===== config.mk =====
export PLATFORM = sky130hd
export DESIGN_NAME = snes_pocket_top
export DESIGN_NICKNAME = d
export VERILOG_FILES = /design/src/core_bridge_pkg.sv /design/src/core_video_pkg.sv /design/src/core_bridge_regs.sv /design/src/pll_pal_reconfig.sv /design/src/save_slot_ctrl.sv /design/src/video_out_fmt.sv /design/src/snes_pocket_top.sv
export SDC_FILE = /design/constraint.sdc
export NUM_CORES = 1
export LEC_CHECK = 0
export ABC_CLOCK_PERIOD_IN_PS = 5200
export BUFFER_PORTS_ARGS = -buffer_cell sky130_fd_sc_hd__buf_2
export CAP_MARGIN = 0
export CORE_AREA = 2 2 130 132
export DETAILED_ROUTE_END_ITERATION = 10
export DIE_AREA = 0 0 132 134
export GPL_ROUTABILITY_DRIVEN = 0
export HOLD_SLACK_MARGIN = 0.1
export PLACE_DENSITY = 0.63
export REMOVE_ABC_BUFFERS = 1
export SLEW_MARGIN = 25
export SYNTH_ARGS = -nofsm -noshare
export SYNTH_HDL_FRONTEND = slang
export SYNTH_SLANG_ARGS = --single-unit

===== constraint.sdc =====
create_clock -name clk_74a -period 5.2 [get_ports clk_74a]
set_input_delay 0.78 -clock clk_74a [delete_from_list [all_inputs] [get_ports clk_74a]]
set_output_delay 0.78 -clock clk_74a [all_outputs]
set_load 0.01 [all_outputs]

===== src/core_bridge_pkg.sv =====
// bridge and system settings definitions
// settings register map, read regions, pll management map, data table

`default_nettype none

package core_bridge_pkg;

  //////////////////////////////////////////////////////////////////////
  // settings registers written by the host
  localparam logic [31:0] ADDR_ROM_TYPE       = 32'h0000_0004;
  localparam logic [31:0] ADDR_ROM_SIZE       = 32'h0000_0008;
  localparam logic [31:0] ADDR_RAM_SIZE       = 32'h0000_000C;
  localparam logic [31:0] ADDR_PAL            = 32'h0000_0010;
  localparam logic [31:0] ADDR_RESET          = 32'h0000_0050;
  localparam logic [31:0] ADDR_MULTITAP       = 32'h0000_0100;
  localparam logic [31:0] ADDR_LIGHTGUN       = 32'h0000_0104;
  localparam logic [31:0] ADDR_LIGHTGUN_SPEED = 32'h0000_0108;
  localparam logic [31:0] ADDR_VIDEO_4_3      = 32'h0000_0200;

  // read regions, by upper address bits
  localparam logic [7:0] RD_REGION_CMD  = 8'hF8;
  localparam logic [3:0] RD_REGION_SAVE = 4'h2;

  // core held in reset this long after a reset request
  localparam logic [31:0] RESET_HOLD_CYCLES = 32'h0010_0000;

  //////////////////////////////////////////////////////////////////////
  // pll reconfig management registers
  localparam logic [5:0] PLL_REG_MODE     = 6'd0;
  localparam logic [5:0] PLL_REG_MIF_ADDR = 6'd31;
  localparam logic [5:0] PLL_REG_START    = 6'd2;

  // data table slot for the save ram size
  localparam logic [9:0]  DATATABLE_SAVE_ADDR = 10'd3;
  localparam logic [31:0] SAVE_SIZE_UNIT      = 32'd1024;

endpackage

`default_nettype wire


===== src/core_video_pkg.sv =====
// video definitions for the scaler interface
// one 24-bit word, read as a pixel or as the end-of-line mode word

`default_nettype none

package core_video_pkg;

  typedef struct packed {
    logic [7:0] r;
    logic [7:0] g;
    logic [7:0] b;
  } pixel_rgb_t;

  // sent on the first blank cycle after a line
  typedef struct packed {
    logic [8:0]  rsvd_hi;
    logic        pal;
    logic        wide_4_3;
    logic [12:0] rsvd_lo;
  } mode_word_t;

  typedef union packed {
    pixel_rgb_t pixel_rgb;
    mode_word_t mode_word;
  } video_word_u;

endpackage

`default_nettype wire


===== src/core_bridge_regs.sv =====
// bridge settings registers
// decodes host writes into core settings, runs the reset-hold timer
// and muxes the bridge read data by address region

`timescale 1ns/1ps
`default_nettype none

module core_bridge_regs
  import core_bridge_pkg::*;
(
  input  wire         clk_74a,
  input  wire         pll_core_locked,
  input  wire  [31:0] bridge_addr,
  input  wire         bridge_wr,
  input  wire  [31:0] bridge_wr_data,
  input  wire  [31:0] cmd_rd_data,
  input  wire  [31:0] save_rd_data,
  input  wire  [31:0] hold_cycles,
  output logic [31:0] bridge_rd_data,
  output logic [7:0]  rom_type,
  output logic [3:0]  rom_size,
  output logic [3:0]  ram_size,
  output logic        pal,
  output logic        multitap_enabled,
  output logic        lightgun_enabled,
  output logic        lightgun_type,
  output logic [7:0]  lightgun_dpad_aim_speed,
  output logic        use_4_3_video,
  output logic        reset_hold
);

  logic [31:0] hold_cnt;

  //////////////////////////////////////////////////////////////////////
  // settings writes and hold counter
  always_ff @(posedge clk_74a or negedge pll_core_locked) begin
    if (!pll_core_locked) begin
      rom_type                <= '0;
      rom_size                <= '0;
      ram_size                <= '0;
      pal                     <= 1'b0;
      multitap_enabled        <= 1'b0;
      lightgun_enabled        <= 1'b0;
      lightgun_type           <= 1'b0;
      lightgun_dpad_aim_speed <= '0;
      use_4_3_video           <= 1'b0;
      hold_cnt                <= '0;
    end else begin
      if (hold_cnt != 32'd0) begin
        hold_cnt <= hold_cnt - 32'd1;
      end

      // a new reset request overrides the running count
      if (bridge_wr) begin
        case (bridge_addr)
          ADDR_ROM_TYPE:       rom_type <= bridge_wr_data[7:0];
          ADDR_ROM_SIZE:       rom_size <= bridge_wr_data[3:0];
          ADDR_RAM_SIZE:       ram_size <= bridge_wr_data[3:0];
          ADDR_PAL:            pal <= bridge_wr_data[0];
          ADDR_RESET:          hold_cnt <= hold_cycles;
          ADDR_MULTITAP:       multitap_enabled <= bridge_wr_data[0];
          ADDR_LIGHTGUN: begin
            lightgun_enabled <= bridge_wr_data[0];
            lightgun_type    <= bridge_wr_data[1];
          end
          ADDR_LIGHTGUN_SPEED: lightgun_dpad_aim_speed <= bridge_wr_data[7:0];
          ADDR_VIDEO_4_3:      use_4_3_video <= bridge_wr_data[0];
          default: ;
        endcase
      end
    end
  end

  assign reset_hold = (hold_cnt != 32'd0);

  //////////////////////////////////////////////////////////////////////
  // read data mux, save region wins over command region
  always_comb begin
    bridge_rd_data = '0;
    if (bridge_addr[31:24] == RD_REGION_CMD) begin
      bridge_rd_data = cmd_rd_data;
    end
    if (bridge_addr[31:28] == RD_REGION_SAVE) begin
      bridge_rd_data = save_rd_data;
    end
  end

endmodule

`default_nettype wire


===== src/pll_pal_reconfig.sv =====
// video pll reconfiguration sequencer
// on each pal change, writes mode, mif address and start to the pll
// management port, and flags busy until the sequence completes

`timescale 1ns/1ps
`default_nettype none

module pll_pal_reconfig
  import core_bridge_pkg::*;
(
  input  wire         clk_74a,
  input  wire         pll_core_locked,
  input  wire         pal,
  input  wire         cfg_waitrequest,
  output logic        cfg_write,
  output logic [5:0]  cfg_address,
  output logic [31:0] cfg_data,
  output logic        pal_busy
);

  logic       pal_d1;
  logic       pal_d2;
  logic [2:0] state;

  always_ff @(posedge clk_74a or negedge pll_core_locked) begin
    if (!pll_core_locked) begin
      pal_d1      <= 1'b0;
      pal_d2      <= 1'b0;
      state       <= '0;
      cfg_write   <= 1'b0;
      cfg_address <= '0;
    end else begin
      pal_d1    <= pal;
      pal_d2    <= pal_d1;
      cfg_write <= 1'b0;

      // odd states issue a write, even states let the pll respond
      if (!cfg_waitrequest) begin
        if (state != 3'd0) begin
          state <= state + 3'd1;
        end
        case (state)
          3'd1: begin
            cfg_address <= PLL_REG_MODE;
            cfg_write   <= 1'b1;
          end
          3'd3: begin
            cfg_address <= PLL_REG_MIF_ADDR;
            cfg_write   <= 1'b1;
          end
          3'd5: begin
            cfg_address <= PLL_REG_START;
            cfg_write   <= 1'b1;
            state       <= 3'd0;
          end
          default: ;
        endcase
      end

      // a fresh change restarts the sequence
      if (pal_d1 != pal_d2) begin
        state <= 3'd1;
      end
    end
  end

  // only writes of zero are needed for the preloaded mif
  assign cfg_data = 32'd0;

  assign pal_busy = (state != 3'd0) || cfg_waitrequest || cfg_write;

endmodule

`default_nettype wire


===== src/save_slot_ctrl.sv =====
// save slot tracking
// flags save activity between a data slot request and completion,
// and reports the save ram size through the data table

`timescale 1ns/1ps
`default_nettype none

module save_slot_ctrl
  import core_bridge_pkg::*;
(
  input  wire         clk_74a,
  input  wire         pll_core_locked,
  input  wire         dataslot_requestread,
  input  wire         dataslot_requestwrite,
  input  wire         dataslot_allcomplete,
  input  wire  [3:0]  sram_size,
  output logic        save_busy,
  output logic        datatable_wren,
  output logic [9:0]  datatable_addr,
  output logic [31:0] datatable_data
);

  logic allcomplete_prev;

  always_ff @(posedge clk_74a or negedge pll_core_locked) begin
    if (!pll_core_locked) begin
      allcomplete_prev <= 1'b0;
      save_busy        <= 1'b0;
    end else begin
      allcomplete_prev <= dataslot_allcomplete;
      // request wins over a completion in the same cycle
      if (dataslot_requestread || dataslot_requestwrite) begin
        save_busy <= 1'b1;
      end else if (dataslot_allcomplete && !allcomplete_prev) begin
        save_busy <= 1'b0;
      end
    end
  end

  // sram_size is a power of two in kilobytes, zero means no save ram
  always_ff @(posedge clk_74a or negedge pll_core_locked) begin
    if (!pll_core_locked) begin
      datatable_wren <= 1'b0;
      datatable_addr <= '0;
      datatable_data <= '0;
    end else begin
      datatable_wren <= 1'b1;
      datatable_addr <= DATATABLE_SAVE_ADDR;
      datatable_data <= (sram_size != 4'd0) ? (SAVE_SIZE_UNIT << sram_size) : 32'd0;
    end
  end

endmodule

`default_nettype wire


===== src/video_out_fmt.sv =====
// scaler video formatter
// registers pixels with data enable, turns sync into single-cycle
// pulses and appends the mode word after each active line

`timescale 1ns/1ps
`default_nettype none

module video_out_fmt
  import core_video_pkg::*;
(
  input  wire          clk_74a,
  input  wire          pll_core_locked,
  input  wire          h_blank,
  input  wire          v_blank,
  input  wire          hsync,
  input  wire          vsync,
  input  video_word_u  rgb_in,
  input  wire          pal,
  input  wire          use_4_3_video,
  output logic         video_de,
  output logic         video_hs,
  output logic         video_vs,
  output video_word_u  video_rgb
);

  logic        de;
  logic        de_prev;
  logic        hs_prev;
  logic        vs_prev;
  video_word_u eol_word;

  assign de = !(h_blank || v_blank);

  always_comb begin
    eol_word                    = '0;
    eol_word.mode_word.pal      = pal;
    eol_word.mode_word.wide_4_3 = use_4_3_video;
  end

  always_ff @(posedge clk_74a or negedge pll_core_locked) begin
    if (!pll_core_locked) begin
      de_prev   <= 1'b0;
      hs_prev   <= 1'b0;
      vs_prev   <= 1'b0;
      video_de  <= 1'b0;
      video_hs  <= 1'b0;
      video_vs  <= 1'b0;
      video_rgb <= '0;
    end else begin
      de_prev  <= de;
      hs_prev  <= hsync;
      vs_prev  <= vsync;
      video_de <= de;
      // rising edges only
      video_hs <= hsync && !hs_prev;
      video_vs <= vsync && !vs_prev;

      video_rgb <= '0;
      if (de) begin
        video_rgb.pixel_rgb <= rgb_in.pixel_rgb;
      end else if (de_prev) begin
        // previous cycle held the last pixel of the line
        video_rgb <= eol_word;
      end
    end
  end

endmodule

`default_nettype wire


===== src/snes_pocket_top.sv =====
// snes user-core glue top level
// wires the bridge settings, pll sequencer, save tracking and video
// formatter together, and forms the core reset

`timescale 1ns/1ps
`default_nettype none

module snes_pocket_top
  import core_bridge_pkg::*;
  import core_video_pkg::*;
#(
  parameter logic [31:0] hold_cycles = RESET_HOLD_CYCLES
) (
  input  wire          clk_74a,
  input  wire          pll_core_locked,
  // bridge bus
  input  wire   [31:0] bridge_addr,
  input  wire          bridge_wr,
  input  wire   [31:0] bridge_wr_data,
  output logic  [31:0] bridge_rd_data,
  input  wire   [31:0] cmd_rd_data,
  input  wire   [31:0] save_rd_data,
  // settings to the core
  output logic  [7:0]  rom_type,
  output logic  [3:0]  rom_size,
  output logic  [3:0]  ram_size,
  output logic         pal,
  output logic         multitap_enabled,
  output logic         lightgun_enabled,
  output logic         lightgun_type,
  output logic  [7:0]  lightgun_dpad_aim_speed,
  output logic         use_4_3_video,
  // pll management port
  input  wire          cfg_waitrequest,
  output logic         cfg_write,
  output logic  [5:0]  cfg_address,
  output logic  [31:0] cfg_data,
  // data slots
  input  wire          dataslot_requestread,
  input  wire          dataslot_requestwrite,
  input  wire          dataslot_allcomplete,
  input  wire   [3:0]  sram_size,
  output logic         save_busy,
  output logic         datatable_wren,
  output logic  [9:0]  datatable_addr,
  output logic  [31:0] datatable_data,
  // video from core and to scaler
  input  wire          h_blank,
  input  wire          v_blank,
  input  wire          hsync,
  input  wire          vsync,
  input  video_word_u  rgb_in,
  output logic         video_de,
  output logic         video_hs,
  output logic         video_vs,
  output video_word_u  video_rgb,
  output logic         core_reset
);

  logic reset_hold;
  logic pal_busy;

  core_bridge_regs i_core_bridge_regs (
    .clk_74a                 (clk_74a),
    .pll_core_locked         (pll_core_locked),
    .bridge_addr             (bridge_addr),
    .bridge_wr               (bridge_wr),
    .bridge_wr_data          (bridge_wr_data),
    .cmd_rd_data             (cmd_rd_data),
    .save_rd_data            (save_rd_data),
    .hold_cycles             (hold_cycles),
    .bridge_rd_data          (bridge_rd_data),
    .rom_type                (rom_type),
    .rom_size                (rom_size),
    .ram_size                (ram_size),
    .pal                     (pal),
    .multitap_enabled        (multitap_enabled),
    .lightgun_enabled        (lightgun_enabled),
    .lightgun_type           (lightgun_type),
    .lightgun_dpad_aim_speed (lightgun_dpad_aim_speed),
    .use_4_3_video           (use_4_3_video),
    .reset_hold              (reset_hold)
  );

  pll_pal_reconfig i_pll_pal_reconfig (
    .clk_74a         (clk_74a),
    .pll_core_locked (pll_core_locked),
    .pal             (pal),
    .cfg_waitrequest (cfg_waitrequest),
    .cfg_write       (cfg_write),
    .cfg_address     (cfg_address),
    .cfg_data        (cfg_data),
    .pal_busy        (pal_busy)
  );

  save_slot_ctrl i_save_slot_ctrl (
    .clk_74a               (clk_74a),
    .pll_core_locked       (pll_core_locked),
    .dataslot_requestread  (dataslot_requestread),
    .dataslot_requestwrite (dataslot_requestwrite),
    .dataslot_allcomplete  (dataslot_allcomplete),
    .sram_size             (sram_size),
    .save_busy             (save_busy),
    .datatable_wren        (datatable_wren),
    .datatable_addr        (datatable_addr),
    .datatable_data        (datatable_data)
  );

  video_out_fmt i_video_out_fmt (
    .clk_74a         (clk_74a),
    .pll_core_locked (pll_core_locked),
    .h_blank         (h_blank),
    .v_blank         (v_blank),
    .hsync           (hsync),
    .vsync           (vsync),
    .rgb_in          (rgb_in),
    .pal             (pal),
    .use_4_3_video   (use_4_3_video),
    .video_de        (video_de),
    .video_hs        (video_hs),
    .video_vs        (video_vs),
    .video_rgb       (video_rgb)
  );

  // core stays in reset while the pll is unlocked, a hold runs or the pll is reprogrammed
  assign core_reset = !pll_core_locked || reset_hold || pal_busy;

endmodule

`default_nettype wire


==> reports/summary.txt <==
Startpoint Class: flip-flop
Worst Path Buf+Inv: 2
Crit-path leading delay family: simple AND/OR/NAND/NOR gates
Hold_buf cts: 0
Synth area leaders: dfrtp_1 52%, buf_4 8.2%, mux2_2 5.8%
Nets: 948
Mapped Cells: 522
Seq/Total Area, Yosys: 51.79%
Psw: 615.4 µW
Synth Flop Type: dfrtp_1
Busiest grt layer: met2
Worst hold-check path type: in2async
Clk Latency, worst-skew pair: 0.40 ns
R2R Setup Slk: 2.54 ns
Clk sink count: 117
Net Sw Frac: 24.80%
Status: completed
Routed wire length: 16080 µm
Post-route ant nets: 0
Worst EP arrival: 2.97 ns
H-Tree Depth: 4
Fin crit share: 72.09%
Critical Path RT: 4.42 ns
Max Cap Viol: 0
Yosys top cell area share: 51.79%
Residual DRC: 0
Fin crit period: 3.748 ns
Num rows: 47
# resized after CTS: 0
Worst Setup End Kind: output pin
Pins Over Slew Limit: 0
PnR worst setup slack: 1.452 ns
Number of flops mapped to enable cells by yosys: 0
IR drop worst, VDD: 0.2556 mV
Final TNS setup: 0 ns
Proportion of layout cells with a drive suffix above 1: 41.85%
Die Span Y: 134 µm
Dpl hpwl: 12480 µm
RSZ-0062 raised after global routing: no
Synthesized area: 0.005653 mm²
Launch point of the worst reg-to-reg path: i_core_bridge_regs.hold_cnt[2]
Vias in the first global route: 4513
Initial Util: 34.70%
Layout Skew: 0.005465 ns
Area grow syn2layout: 34.20%
Clock power share: 51.0%
Critical-path maximum fanout: 11
Total gr overflow: 0
CTS tree: yes
Die X: 132 µm
First-pass GRT wire length: 24560 µm
Tot Pwr: 2.481 mW
Leakage: 3.790 nW
GR Layer Usage met3: 8.239%
Gate power share: 9.9%
TritonRoute pass-1 iters: 4
Clock-pin slew on the worst setup and hold paths: 0.06 ns
Crit path cell chain: inv_1 > ha_1 > nor4b_1 > and4b_1 > nand3_1 > or4_1 > buf_2
DRT iter0 DRCs: 310
Die area: 0.01769 mm²
Flops & latches, synth: 117
Clock tree buffer depth: 2
Largest net degree at the start of global routing: 78
Fin util: 46.57%
Highest clock rate: 0.2668 GHz
Syn_area_per_cell: 10.83 µm²
Slowest cell delay on critical path: 0.57 ns
Async set-reset flop share out of synthesis: 100.0%
Avg WL per Cell: 15.88 µm
FF-to-FF path depth: 5
Initial antenna violation count: 5
Final setup violation count: 0
Cts bufs inserted: 17
Highest-count cells in the layout ignoring fill and taps: 256 x buf_2, 117 x dfrtp_1, 59 x conb_1
GR Layer Usage met2: 26.16%
GRT Util Overall: 17.86%
Leading area contributor after synthesis: dfrtp_1
Internal power: 1.866 mW
Core box area: 0.01629 mm²
WS Path Type: reg2out
Setup Buffers After CTS: 0
Vias/cell: 4.658
Pwr/cell area: 327.1 mW/mm²
FF-to-FF End: i_core_bridge_regs.hold_cnt[15]
PortBufs: 257
Commonest non-fill, non-tap cell in the layout: buf_2
Worst slack at placement: 1.910 ns
Least-Margin Pin Slew: 0.8606 ns
Rel. slew slack: 42.41%
Slowest-stage cell, CP: and4b_1
Ports: 339
Yosys cell types: 48
CTS root buffer: clkbuf_16
Share of power burned in registers: 39.2%
Met1 Track Usage GR: 24.26%
Final Hold Fails: 0
Yosys warnings: 0
Via count: 4719
metal layers:
| metal | routed length (µm) | vias up |
|---|---|---|
| met5 | 23 | - |
| met4 | 128 | 4 |
| met3 | 1790 | 15 |
| met2 | 7234 | 181 |
| met1 | 6907 | 2243 |
| li1 | - | 2276 |
state kept, by name, indices dropped and copies added, names as in the netlist, 2 cells and up:
name	flops
i_pll_pal_reconfig.state	3
i_pll_pal_reconfig.cfg_address	2
i_core_bridge_regs.lightgun_dpad_aim_speed	8
i_save_slot_ctrl.datatable_data	16
i_core_bridge_regs.hold_cnt	32
i_video_out_fmt.video_rgb	24
i_core_bridge_regs.ram_size	4
i_core_bridge_regs.rom_type	8
i_core_bridge_regs.rom_size	4
how the worst max path moves through the flow:
stage	end	startpoint	cells after the start	slack (ns)
6_report	core_reset	i_core_bridge_regs.hold_cnt[0]	7	1.45
3_5_place_dp	core_reset	i_core_bridge_regs.hold_cnt[0]	7	1.91
5_1_grt	core_reset	i_core_bridge_regs.hold_cnt[0]	7	1.28
3_3_place_gp	bridge_rd_data[9]	bridge_addr[28]	5	1.75
4_1_cts	core_reset	i_core_bridge_regs.hold_cnt[0]	7	1.45
2_1_floorplan	i_core_bridge_regs.hold_cnt[20]	bridge_addr[15]	5	1.55
cells in the mapped netlist, drive strengths merged (11+ instances only):
cell,count
or4,11
nand2,15
mux2,29
o21ai,11
clkbuf,15
nor3,19
buf,65
a21oi,17
a22o,33
nor4,13
or3,13
dfrtp,117
and2,24
nor2,45
power groups by stage:
stage / sequential [mW] / clock [mW] / combinational [mW]
6_report: 0.971 / 1.26 / 0.246
4_1_cts: 0.971 / 1.29 / 0.248
5_1_grt: 0.976 / 1.34 / 0.276
3_5_place_dp: 0.987 / 0 / 0.246
3_3_place_gp: 0.985 / 0 / 0.244
2_1_floorplan: 1.00 / 0 / 0.0911
kinds of logic after synthesis:
logic type | count (synthesis) | share of synthesized area (%)
flops | 117 | 51.79
fa+ha+maj | 3 | 0.6641
mux | 30 | 5.954
buf+inv | 87 | 9.960
compound gates | 80 | 10.47
other cells | 2 | 0.1329
simple gates | 187 | 18.55
xor+xnor | 16 | 2.479
area by class of cell:
class,count,area [µm²]
clock inverters,15,216.5
inverters,7,26.28
multi-input cells,375,2395
diodes,2,5.005
repair buffers,260,1315
well taps,220,275.3
clock buffers,17,425.4
fillers,1557,8703
flip-flops and latches,117,2928
worst reg2reg max path, stage by stage, from the launching register on:
cell and delay [ns]:
dfrtp_1 0.46, or4_1 0.64, or4_1 0.60, a211oi_4 0.30
or4b_1 0.45, a21oi_1 0.14
stage by stage:
stage | instances | instance area [µm²] | hold WS (ns)
floorplan | 499 | 5330 | 0.3715
detailed placement | 979 | 6934 | 0.4043
finish | 1013 | 7586 | 0.3663
global placement | 979 | 6924 | 0.3813
CTS | 1011 | 7576 | 0.3768
global route | 1011 | 7581 | 0.4093
Power figures use the tool's default switching activity.
